### config.mk
export PLATFORM = sky130hd
export DESIGN_NAME = store_buffer
export DESIGN_NICKNAME = d
export VERILOG_FILES = /design/src/source/stb_pkg.sv /design/src/source/stb_controller.sv /design/src/source/stb_drain.sv /design/src/source/stb_queue.sv /design/src/source/stb_regs.sv /design/src/source/store_buffer.sv
export VERILOG_INCLUDE_DIRS = /design/src /design/src/source
export SDC_FILE = /design/constraint.sdc
export NUM_CORES = 1
export LEC_CHECK = 0
export BUFFER_PORTS_ARGS = -buffer_cell sky130_fd_sc_hd__buf_2
export CAP_MARGIN = 30
export CORE_UTILIZATION = 25
export DETAILED_ROUTE_END_ITERATION = 10
export PLACE_DENSITY_LB_ADDON = 0.05
export RECOVER_POWER = 100
export SLEW_MARGIN = 5
export SYNTH_ARGS = -nofsm -noshare
export SYNTH_HDL_FRONTEND = slang
export SYNTH_SLANG_ARGS = --single-unit
### constraint.sdc
create_clock -name clk -period 10.41 [get_ports clk]
set_input_delay 1.5615 -clock clk [delete_from_list [all_inputs] [get_ports clk]]
set_output_delay 1.5615 -clock clk [all_outputs]
set_load 0.03 [all_outputs]
### src/source/stb_defines.svh
// Queue depth must be at least 2 so the full flag keeps its one-entry margin
// Register addresses are 1-bit values, one per register
`ifndef STB_DEFINES_SVH
`define STB_DEFINES_SVH

// Store queue geometry
`define STB_DEPTH 4
`define STB_ADDR_W 32
`define STB_DATA_W 32

// Config register map
`define STB_REG_CTRL 1'b0
`define STB_REG_COUNT 1'b1

`endif

### src/source/stb_pkg.sv
// Types shared by the store buffer blocks; widths come from the defines header
`include "stb_defines.svh"

package stb_pkg;

    typedef logic [`STB_ADDR_W-1:0] addr_t;
    typedef logic [`STB_DATA_W-1:0] data_t;
    typedef logic [`STB_DATA_W/8-1:0] mask_t;    // One bit per byte lane
    typedef logic [15:0] count_t;

    // One buffered store as it travels from LSU to memory
    typedef struct packed {
        addr_t addr;
        data_t data;
        mask_t mask;
    } stb_entry_t;

    typedef enum logic [1:0] {
        SB_IDLE  = 2'b00,
        SB_WRITE = 2'b01,
        SB_FULL  = 2'b10
    } stb_state_t;

    typedef enum logic {
        DR_IDLE = 1'b0,
        DR_WAIT = 1'b1
    } drain_state_t;

endpackage

### src/source/stb_controller.sv
// Full flag is sampled one cycle late, so the queue must report full one entry early
module stb_controller (
    input  logic clk,
    input  logic rst_n,
    input  logic store_req,
    input  logic store_w_en,
    input  logic dmem_sel,
    input  logic queue_full,
    output logic queue_wr,
    output logic stb_ack
);

    stb_pkg::stb_state_t state;
    stb_pkg::stb_state_t next_state;
    logic full_ff;      // Registered view of queue_full
    logic store_hit;    // Store aimed at data memory

    assign store_hit = store_req & store_w_en & dmem_sel;

    always_ff @(posedge clk or negedge rst_n) begin
        if (!rst_n) begin
            state   <= stb_pkg::SB_IDLE;
            full_ff <= 1'b0;
        end else begin
            state   <= next_state;
            full_ff <= queue_full;
        end
    end

    always_comb begin
        queue_wr   = 1'b0;
        stb_ack    = 1'b0;
        next_state = stb_pkg::SB_IDLE;   // Loads, dropped requests, other selects

        case (state)
            stb_pkg::SB_IDLE,
            stb_pkg::SB_FULL: begin
                stb_ack = 1'b0;
            end
            stb_pkg::SB_WRITE: begin
                stb_ack = 1'b1;          // Acks the write of the previous cycle
            end
            default: begin
                stb_ack = 1'b0;
            end
        endcase

        // Same request decode from every state
        if (store_hit) begin
            if (full_ff) begin
                next_state = stb_pkg::SB_FULL;   // Hold off until space frees
            end else begin
                queue_wr   = 1'b1;
                next_state = stb_pkg::SB_WRITE;
            end
        end
    end

endmodule

### src/source/stb_drain.sv
// One store in flight at a time; mem_ack is taken as a single-cycle pulse
module stb_drain (
    input  logic                clk,
    input  logic                rst_n,
    input  logic                drain_en,
    input  logic                queue_empty,
    input  stb_pkg::stb_entry_t head_entry,
    input  logic                mem_ack,
    output logic                mem_req,
    output stb_pkg::stb_entry_t mem_entry,
    output logic                queue_pop
);

    stb_pkg::drain_state_t state;
    stb_pkg::drain_state_t next_state;
    logic issue;

    assign issue = (state == stb_pkg::DR_IDLE) & drain_en & ~queue_empty;

    always_comb begin
        next_state = state;
        queue_pop  = 1'b0;
        case (state)
            stb_pkg::DR_IDLE: if (issue) next_state = stb_pkg::DR_WAIT;
            stb_pkg::DR_WAIT: begin
                if (mem_ack) begin
                    queue_pop  = 1'b1;       // Head leaves once memory takes it
                    next_state = stb_pkg::DR_IDLE;
                end
            end
            default: next_state = stb_pkg::DR_IDLE;
        endcase
    end

    always_ff @(posedge clk or negedge rst_n) begin
        if (!rst_n) begin
            state <= stb_pkg::DR_IDLE;
        end else begin
            state <= next_state;
        end
    end

    // Held copy keeps the bus stable for the whole request
    always_ff @(posedge clk) begin
        if (issue) begin
            mem_entry <= head_entry;
        end
    end

    assign mem_req = (state == stb_pkg::DR_WAIT);

endmodule

### src/source/stb_queue.sv
// Writer must respect queue_full, there is no overflow guard here
// Pop is only legal while the queue is not empty
module stb_queue (
    input  logic                clk,
    input  logic                rst_n,
    input  logic                queue_wr,
    input  stb_pkg::stb_entry_t store_entry,
    input  logic                queue_pop,
    output stb_pkg::stb_entry_t head_entry,
    output logic                queue_empty,
    output logic                queue_full
);

`include "stb_defines.svh"

    localparam int PTR_W = (`STB_DEPTH > 1) ? $clog2(`STB_DEPTH) : 1;
    localparam int CNT_W = $clog2(`STB_DEPTH + 1);
    localparam logic [PTR_W-1:0] LAST_PTR = PTR_W'(`STB_DEPTH - 1);
    localparam logic [CNT_W-1:0] FULL_MARK = CNT_W'(`STB_DEPTH - 1);

    stb_pkg::stb_entry_t entries [`STB_DEPTH];
    logic [PTR_W-1:0] wr_ptr;
    logic [PTR_W-1:0] rd_ptr;
    logic [CNT_W-1:0] count;     // Entries currently held

    // Storage array
    always_ff @(posedge clk) begin
        if (queue_wr) begin
            entries[wr_ptr] <= store_entry;
        end
    end

    always_ff @(posedge clk or negedge rst_n) begin
        if (!rst_n) begin
            wr_ptr <= '0;
            rd_ptr <= '0;
            count  <= '0;
        end else begin
            if (queue_wr) begin
                wr_ptr <= (wr_ptr == LAST_PTR) ? '0 : wr_ptr + 1'b1;
            end
            if (queue_pop) begin
                rd_ptr <= (rd_ptr == LAST_PTR) ? '0 : rd_ptr + 1'b1;
            end

            // Write and pop together leave the count unchanged
            case ({queue_wr, queue_pop})
                2'b10:   count <= count + 1'b1;
                2'b01:   count <= count - 1'b1;
                default: count <= count;
            endcase
        end
    end

    assign head_entry  = entries[rd_ptr];
    assign queue_empty = (count == '0);

    // One slot of margin covers the write already in flight
    assign queue_full = (count >= FULL_MARK);

endmodule

### src/source/stb_regs.sv
// Only bit 0 of the control register is kept; the count register ignores writes
module stb_regs (
    input  logic            clk,
    input  logic            rst_n,
    input  logic            cfg_we,
    input  logic            cfg_addr,
    input  stb_pkg::count_t cfg_wdata,
    output stb_pkg::count_t cfg_rdata,
    input  logic            queue_pop,
    output logic            drain_en
);

`include "stb_defines.svh"

    stb_pkg::count_t commit_count;   // Stores handed to memory, wraps

    always_ff @(posedge clk or negedge rst_n) begin
        if (!rst_n) begin
            drain_en     <= 1'b0;
            commit_count <= '0;
        end else begin
            if (cfg_we && cfg_addr == `STB_REG_CTRL) begin
                drain_en <= cfg_wdata[0];
            end
            if (queue_pop) begin
                commit_count <= commit_count + 1'b1;
            end
        end
    end

    always_comb begin
        cfg_rdata = '0;
        case (cfg_addr)
            `STB_REG_CTRL:  cfg_rdata = stb_pkg::count_t'(drain_en);
            `STB_REG_COUNT: cfg_rdata = commit_count;
            default:        cfg_rdata = '0;
        endcase
    end

endmodule

### src/source/store_buffer.sv
// Store buffer top; config reads are combinational, writes land on the clock edge
module store_buffer (
    input  logic                clk,
    input  logic                rst_n,
    input  logic                store_req,
    input  logic                store_w_en,
    input  logic                dmem_sel,
    input  stb_pkg::stb_entry_t store_entry,
    output logic                stb_ack,
    output logic                mem_req,
    output stb_pkg::stb_entry_t mem_entry,
    input  logic                mem_ack,
    input  logic                cfg_we,
    input  logic                cfg_addr,
    input  stb_pkg::count_t     cfg_wdata,
    output stb_pkg::count_t     cfg_rdata
);

    logic                queue_wr;
    logic                queue_full;
    logic                queue_empty;
    logic                queue_pop;
    logic                drain_en;
    stb_pkg::stb_entry_t head_entry;

    stb_controller u_ctrl (
        .clk, .rst_n, .store_req, .store_w_en, .dmem_sel,
        .queue_full, .queue_wr, .stb_ack
    );

    stb_queue u_queue (
        .clk, .rst_n, .queue_wr, .store_entry, .queue_pop,
        .head_entry, .queue_empty, .queue_full
    );

    stb_drain u_drain (
        .clk, .rst_n, .drain_en, .queue_empty, .head_entry,
        .mem_ack, .mem_req, .mem_entry, .queue_pop
    );

    stb_regs u_regs (
        .clk, .rst_n, .cfg_we, .cfg_addr, .cfg_wdata,
        .cfg_rdata, .queue_pop, .drain_en
    );

endmodule

* Word-level counts from Yosys, hierarchy flattened *
Memories as Yosys holds them, arrays and structs flattened. A register that Yosys moved wholly into a read port is not among the register bits.
Cells that the tools add are included.

storage, ports and cells
  bits in writable memories = 272
  memories = 1
  bits of input ports = 92
  flip-flop bits (word level) = 28
  output and inout bits = 86

memories
  name             depth  bits a word  rd ports  clocked after Yosys merged registers in  write ports  RTL line         RTL
  u_queue.entries  4      68           1         1                                        1            stb_queue.sv:21  stb_pkg::stb_entry_t entries [`STB_DEPTH];

operators by class
  $add $sub $neg = 5
  equality and inequality tests = 5
  bitwise operators = 7
  reductions and logical operators = 3
  magnitude comparators = 1
  multiplexer cells = 16

operators by type and width
  operator                                             count
  one-hot mux 16 bit (2 select lines)                  1
  adder 16 x 1 -> 16 bit, second input constant        1
  two-way mux 1 bit                                    9
  two-way mux 2 bit                                    4
  equality test 2 bit, second input constant           3
  one-hot mux 3 bit (2 select lines)                   1
  adder 2 x 1 -> 2 bit, second input constant          2
  bitwise AND 1 bit                                    4
  equality test 2 x 1 -> 1 bit, second input constant  2
  adder 3 x 1 -> 3 bit, second input constant          1
  >= comparator 3 x 2 -> 1 bit, second input constant  1
  zero test 3 bit                                      1
  NOT 1 bit                                            3
  subtractor 3 x 1 -> 3 bit, second input constant     1
  one-hot mux 1 bit (2 select lines)                   1
  nonzero test 2 bit                                   1
  logical AND 1 bit                                    1

* Logic depth before layout (Yosys ltp) *
Gate-level depths: netlist of the first run.

  depth in word-level cells = 5
  gate-level depth with buffers = 9
  gate-level depth less buffers = 9

* Cells and area by module *
A second synthesis of the first run with hierarchy kept.

second synthesis, totals
  cell total of the unflattened synthesis = 552
  area total of the unflattened synthesis = 13410.4 um^2

modules (own cells, without submodules)
  module          area each (um^2)  cells each  instances
  stb_queue       10312.4           394         1
  stb_drain       2098.3            73          1
  stb_regs        898.4             79          1
  stb_controller  101.3             6           1

* Worst setup path after synthesis of the first run *
No wires, ideal clock.

  path kind = reg2reg
  start point = register u_drain.state, in the netlist u_drain.mem_req
  end point = register, netlist name u_drain.mem_entry[0]
  cell stages (with the launch flop) = 2
  path buffers = 0
  period minus slack after synthesis = 6.221 ns
  required time = 9.815 ns
  arrival time = 5.627 ns
  path slack = 4.189 ns
  cells stage by stage = dfrtp_1 -> nor3b_1

between the ends
  longest elaborated chain between the ends = 3

ends and longest elaborated chain
  item                             RTL line         RTL
  start, declared                  stb_drain.sv:14  stb_pkg::drain_state_t state;
  start signal, assigned           stb_drain.sv:37  state <= stb_pkg::DR_IDLE;
  start signal, assigned           stb_drain.sv:39  state <= next_state;
  NOT 1 bit                        stb_drain.sv:18  assign issue = (state == stb_pkg::DR_IDLE) & drain_en & ~queue_empty;
  bitwise AND 1 bit (2 in series)  stb_drain.sv:18
  via u_drain.issue                stb_drain.sv:16  logic issue;

The timed path passes the listed nets, and every way through them passes these cells.
A chain may end at the register's enable or synchronous reset.

* Worst setup path in the final report of the first run *
  start point = input dmem_sel
  end point = memory u_queue.entries[2][67] (netlist name), enable pin

between the ends
  longest elaborated chain between the ends = 4

ends and longest elaborated chain
  item                                     RTL line              RTL
  start, declared                          store_buffer.sv:7     input logic dmem_sel,
  bitwise AND 1 bit                        stb_controller.sv:18  assign store_hit = store_req & store_w_en & dmem_sel;
  two-way mux 1 bit                        stb_controller.sv:49  if (store_hit) begin
  via queue_wr                             store_buffer.sv:19    logic queue_wr;
  two-way mux 1 bit                        stb_queue.sv:28       if (queue_wr) begin
  two-way mux 1 bit (not written as such)  stb_queue.sv:29       entries[wr_ptr] <= store_entry;
  end, declared                            stb_queue.sv:21

The timed path passes the listed nets, and every way through them passes these cells.

==> results of run 1 <==
cell usage in the layout (no fill, tap or decap), drive strengths merged:
master and count:
dfrtp 28, clkinv 19, nand3 6, nor4 1, nor3 5, edfxtp 340
fa 1, nand2 11, nand4 2, xor2 7, nor3b 1, nand2b 1
buf 18, and2 19, bufinv 4, mux2 4, nor2 7, ha 7
and3 2, mux4 68, nor2b 2, xnor2 11, a21o 3, o21ai 3
clkinvlp 1, clkbuf 210, inv 11
cell families after synthesis:
family | count (synthesis)
AOI/OAI and AO/OA | 6
xor gates and xnor gates | 18
adders and majority gates | 8
buffers and inverters | 28
DFF | 368
muxes | 72
and+or+nand+nor | 57
routing by layer:
| metal | share of wire | vias to the layer above | GRT usage |
|---|---|---|---|
| li1 | - | 2677 | - |
| met1 | 0.42 | 3181 | 0.135 |
| met2 | 0.50 | 132 | 0.191 |
| met3 | 0.061 | 52 | 0.0333 |
| met4 | 0.026 | 6 | 0.0430 |
| met5 | 0.0012 | - | 0 |
final cells by class:
type,count,area [um2],area share
clock buffer,57,1210,0.0753
clock inverter,24,223,0.0138
inverter,11,41.3,0.00256
multi-input combinational,161,2180,0.135
sequential,368,10900,0.678
tap,688,861,0.0535
timing repair buffer,171,672,0.0417
cell usage after synthesis:
cell type / number
nor4_2: 1
nor3_1: 4
ha_1: 7
nor2b_1: 2
nand2_1: 11
nor2_1: 7
mux4_2: 68
nand3_4: 1
and2_1: 19
nand3_1: 5
edfxtp_1: 340
fa_1: 1
nand2b_1: 1
o21ai_0: 3
clkbuf_1: 6
and3_1: 2
inv_1: 11
a21o_2: 1
mux2_2: 4
nand4_1: 2
buf_2: 3
xor2_1: 7
nor3b_1: 1
dfrtp_1: 28
xnor2_1: 11
buf_4: 8
a21o_1: 2
nor3_4: 1
sequential cells by signal (all words and copies together) (netlist names):
register / cells
u_regs.commit_count: 16
u_queue.entries: 272
u_drain.mem_req: 1
u_drain.mem_entry: 68
u_queue.rd_ptr: 2
u_ctrl.state: 2
u_queue.wr_ptr: 2
u_regs.drain_en: 1
u_ctrl.full_ff: 1
u_queue.count: 3
worst max path at each step:
stage                     slack (ns)                               end  cells after the start                       from
final                           3.97  u_queue.entries[2][67]$_DFFE_PP_                      5                   dmem_sel
after CTS                       6.50                      cfg_rdata[0]                      3                   cfg_addr
after global placement          6.27  u_queue.entries[0][46]$_DFFE_PP_                      5                   dmem_sel
after global routing            3.30  u_queue.entries[3][61]$_DFFE_PP_                      5                  store_req
after floorplan                 4.19    u_drain.mem_entry[0]$_DFFE_PP_                      1  u_drain.mem_req$_DFF_PN0_
after detailed placement        6.23   u_queue.entries[1][2]$_DFFE_PP_                      5                   dmem_sel
report_power, final:
part,total (W),switching (W),internal (W)
registers,0.00197,0.000122,0.00185
logic,0.000842,0.000523,0.000319
clock network,0.00150,0.000585,0.000918
per-stage QoR:
step                hold WS, ns  total power [W]  setup WS, ns
detailed placement        0.477          0.00292          6.23
finish                    0.487          0.00432          3.97
global route              0.513          0.00454          3.30
floorplan                 0.437          0.00261          4.19
global placement          0.457          0.00289          6.27
CTS                       0.486          0.00446          6.50
==> flow_summary.ini, run 1 <==
[outcome]
status = finished with violations
violations = capacitance limit, slew limit

[placement]
port_buffers = 162
dp.cells = 1399
hpwl_mm = 16.3
placed_cell_area_um2 = 14900
place.gp.congestion = 0.676

[worst_setup_path]
max_stage_delay_ns = 2.36
reg2reg_depth = 3
setup.worst_path.start_class = input port
required_ns = 10.52
slowest_stage = and2_0
path_cells = buf_2 > nand3_1 > nor2_1 > and2_0 > clkbuf_1
path_buf_inv = 2
crit_family = simple AND/OR/NAND/NOR gates
regToRegSetupSlack_ns = 4.44
cp.arrival_ns = 6.55
r2r_end = u_drain.mem_entry[59]$_DFFE_PP_
end_kind = register
rr_startpoint = u_queue.rd_ptr[0]$_DFFE_PN0P_
critPathKind = input port to register
path_max_fanout = 35

[logic_synthesis]
synthesis.nets = 657
synth_mux_area_frac = 0.119
synth-compound-area-share = 0.00293
ys_ff_latch = 368
synth_cell_types = 28
synth_area_leader_cell = edfxtp_1
synth_xor_area_frac = 0.0119
synthSimpleGateAreaFrac = 0.0248
syn_area_um2 = 13300
synth_top_area_share = 0.770
synth_top_family_by_area = multiplexers
synthTopCellsByArea = edfxtp_1 77%, mux4_2 12%, dfrtp_1 5.3%
postSynthCellCount = 557
synth_fa_ha_area_frac = 0.00812
ys_seq_area_frac = 0.823
yosysWarnings = 0
synth.avg_cell_area_um2 = 23.8

[global_routing]
grt.total_usage = 0.113
grt.overflow.total = 0
grt_max_degree = 51
grt_first_pass_wirelength_mm = 44.3
grt_pass1_vias = 6996
antenna_found_initial = 3

[cts]
cts_num_sinks = 368
insertion_delay_ns = 0.56
cts_setup_buffers = 0
cts_resized = 0
root_buffer = clkbuf_16
h-tree-depth = 2
cts_buffer_depth = 3
cts.clk_slew.worst_paths_ns = 0.06
cts_made_buffers = 44
hold_buffers = 0
cts_tree = yes

[sta]
finalSetupViolCount = 0
hold_viol = 0
slew_violations = 375
final.setup.tns_ns = 0
fmaxAchievable_ghz = 0.155
min_period_ns = 6.44
skew_ns = 0.0159
fin_crit_sh = 0.618
rsz0062_at_grt = false
worst_pin_slew_ns = 3.14
slew_headroom = -1.09

[routing]
drtIter0Drc = 275
drc = 0
vias_per_cell = 4.09
ant_nets = 0
wl_mm = 29.6
vias = 6048
routedWlPerCell_um = 20.0
dr.pass1.iters = 6

[worst_hold_path]
worstHoldPathCells = 1
min_from = u_regs.commit_count[15]$_DFFE_PN0P_
hold_end = u_regs.commit_count[15]$_DFFE_PN0P_
min-delay-path-class = register to register

[layout]
syn_to_final_growth_pct = 21.4
layout.nets = 857
fillCellCount = 5120
layout-drive-gt1-share = 0.196
fin_area_um2 = 16100
diodes = 0
layout.cells.non_filler = 1480
post-route-util = 0.307

[die]
dieArea_um2 = 54000
io_pins = 178
coreArea_um2 = 52400
num_rows = 84
start_util = 0.253
die_y_um = 232
die_x_um = 232

[pwr]
ir_drop_mv = 0.0978
power.density_nw_per_um2 = 268
leakage_nw = 5.15

[run]
maxCapViolations = 11
(Power assumes the default switching activity.)
==> run 2: changes to the inputs <==
==> constraint.sdc (replaced) <==
create_clock -name clk -period 5.45 [get_ports clk]
set_input_delay 0.8175 -clock clk [delete_from_list [all_inputs] [get_ports clk]]
set_output_delay 0.8175 -clock clk [all_outputs]
set_load 0.03 [all_outputs]
==> flow_summary.ini, run 2 (synthesis gave the netlist of run 1 again) <==
[global_routing]
grt_max_degree = 41
grt.overflow.total = 0
antenna_found_initial = 2
grt.total_usage = 0.115
grt_pass1_vias = 6985
grt_first_pass_wirelength_mm = 45.0

[worst_setup_path]
end_kind = register
rr_startpoint = u_ctrl.full_ff$_DFF_PN0_
regToRegSetupSlack_ns = 2.09
critPathKind = input port to register
path_max_fanout = 15
reg2reg_depth = 3
r2r_end = u_queue.entries[1][13]$_DFFE_PP_
path_cells = buf_2 > nand3_1 > nor2_1 > and2_0 > clkbuf_1
required_ns = 5.61
setup.worst_path.start_class = input port
cp.arrival_ns = 3.60
max_stage_delay_ns = 1.25
crit_family = simple AND/OR/NAND/NOR gates
slowest_stage = and2_0
path_buf_inv = 2

[pwr]
p_sw_w = 0.00235
p_int_w = 0.00583
leakage_nw = 5.17
switching_share = 0.287
finalPower_w = 0.00818
ir_drop_mv = 0.241
p_comb_frac = 0.200
p_seq_frac = 0.460
power.density_nw_per_um2 = 507
pwr-share-clk = 0.341

[routing]
vias_per_cell = 4.10
ant_nets = 0
routedWlPerCell_um = 20.5
drtIter0Drc = 199
dr.pass1.iters = 4
wl_mm = 30.3
vias = 6065
drc = 0

[die]
dieArea_um2 = 54000
io_pins = 178
die_y_um = 232
coreArea_um2 = 52400
num_rows = 84
start_util = 0.253
die_x_um = 232

[sta]
hold_viol = 0
finalSetupViolCount = 0
fin_crit_sh = 0.632
rsz0062_at_grt = false
layout_setup_ws_ns = 2.01
fmaxAchievable_ghz = 0.290
final.setup.tns_ns = 0
worst_pin_slew_ns = 2.93
min_period_ns = 3.44
slew_violations = 167
slew_headroom = -0.952
skew_ns = 0.0120

[layout]
seq_area_um2 = 10900
layout-drive-gt1-share = 0.199
fillCellCount = 5124
final_cell_mix = 340 x edfxtp_1, 159 x clkbuf_1, 68 x mux4_2
post-route-util = 0.308
top_register = u_queue.entries
syn_to_final_growth_pct = 21.8
layout.nets = 861
biggestRegsByFlops = u_queue.entries x272, u_drain.mem_entry x68, u_regs.commit_count x16
final_common_cell = edfxtp_1
multi_input_area_um2 = 2200
largest_reg_flops = 272

[worst_hold_path]
hold_end = u_regs.commit_count[15]$_DFFE_PN0P_
worstHoldPathCells = 1
min-delay-path-class = register to register
min_from = u_regs.commit_count[15]$_DFFE_PN0P_

[cts]
cts_num_sinks = 368
cts_tree = yes
hold_buffers = 0
cts_setup_buffers = 0
cts_resized = 0
cts.clk_slew.worst_paths_ns = 0.06
root_buffer = clkbuf_16
cts_buffer_depth = 3
insertion_delay_ns = 0.55
cts_made_buffers = 44
h-tree-depth = 2

[outcome]
violations = capacitance limit, slew limit
status = finished with violations

[placement]
place.gp.congestion = 0.643
hpwl_mm = 17.5
place_worst_setup_slack_ns = 2.50
port_buffers = 162

[run]
maxCapViolations = 6
run 2: cell count changes in the layout (fill, tap and decap cells not counted), sizes merged:
cell / delta
clkbuf: -6
clkinvlp: -1
clkinv: -4
buf: +8
diode: +2
run 2: layer usage:
layer	part of all wire	vias to the layer above	wire length, um	track usage
li1	-	2683	-	-
met1	0.42	3205	12800	0.139
met2	0.49	132	14900	0.194
met3	0.062	43	1890	0.0347
met4	0.022	2	678	0.0426
met5	0.00043	-	13	0
run 2: worst max-delay path by stage:
stage / startpoint / end / slack, ns / cells after the start
after CTS: cfg_addr / cfg_rdata[0] / 3.04 / 3
after global placement: dmem_sel / u_queue.entries[2][43]$_DFFE_PP_ / 2.16 / 5
after global routing: store_req / u_queue.entries[1][17]$_DFFE_PP_ / 1.62 / 5
after detailed placement: dmem_sel / u_queue.entries[0][14]$_DFFE_PP_ / 2.50 / 5
final: dmem_sel / u_queue.entries[1][13]$_DFFE_PP_ / 2.01 / 5
after floorplan: u_drain.mem_req$_DFF_PN0_ / u_drain.mem_entry[0]$_DFFE_PP_ / 1.64 / 1
run 2: cell type report:
type	count	share of cell area
diodes	2	0.000310
clock buffers	55	0.0721
clock inverters	19	0.0113
inverters	11	0.00256
multi-input cells	161	0.136
flip-flops and latches	368	0.676
well taps	688	0.0533
repair buffers	175	0.0484
run 2: stage by stage:
stage | hold slack, ns | cells | area (um2)
floorplan | 0.437 | 557 | 13300
global placement | 0.461 | 1399 | 14900
detailed placement | 0.464 | 1403 | 15000
CTS | 0.295 | 1477 | 16400
global route | 0.487 | 1477 | 16100
finish | 0.470 | 1479 | 16100
run 2: power by group through the flow:
stage / Combinational [W] / Sequential (W) / Clock (W)
global route: 0.00177 / 0.00381 / 0.00300
global placement: 0.00173 / 0.00381 / 0
finish: 0.00163 / 0.00376 / 0.00279
CTS: 0.00176 / 0.00377 / 0.00290
floorplan: 0.000925 / 0.00406 / 0
detailed placement: 0.00176 / 0.00382 / 0
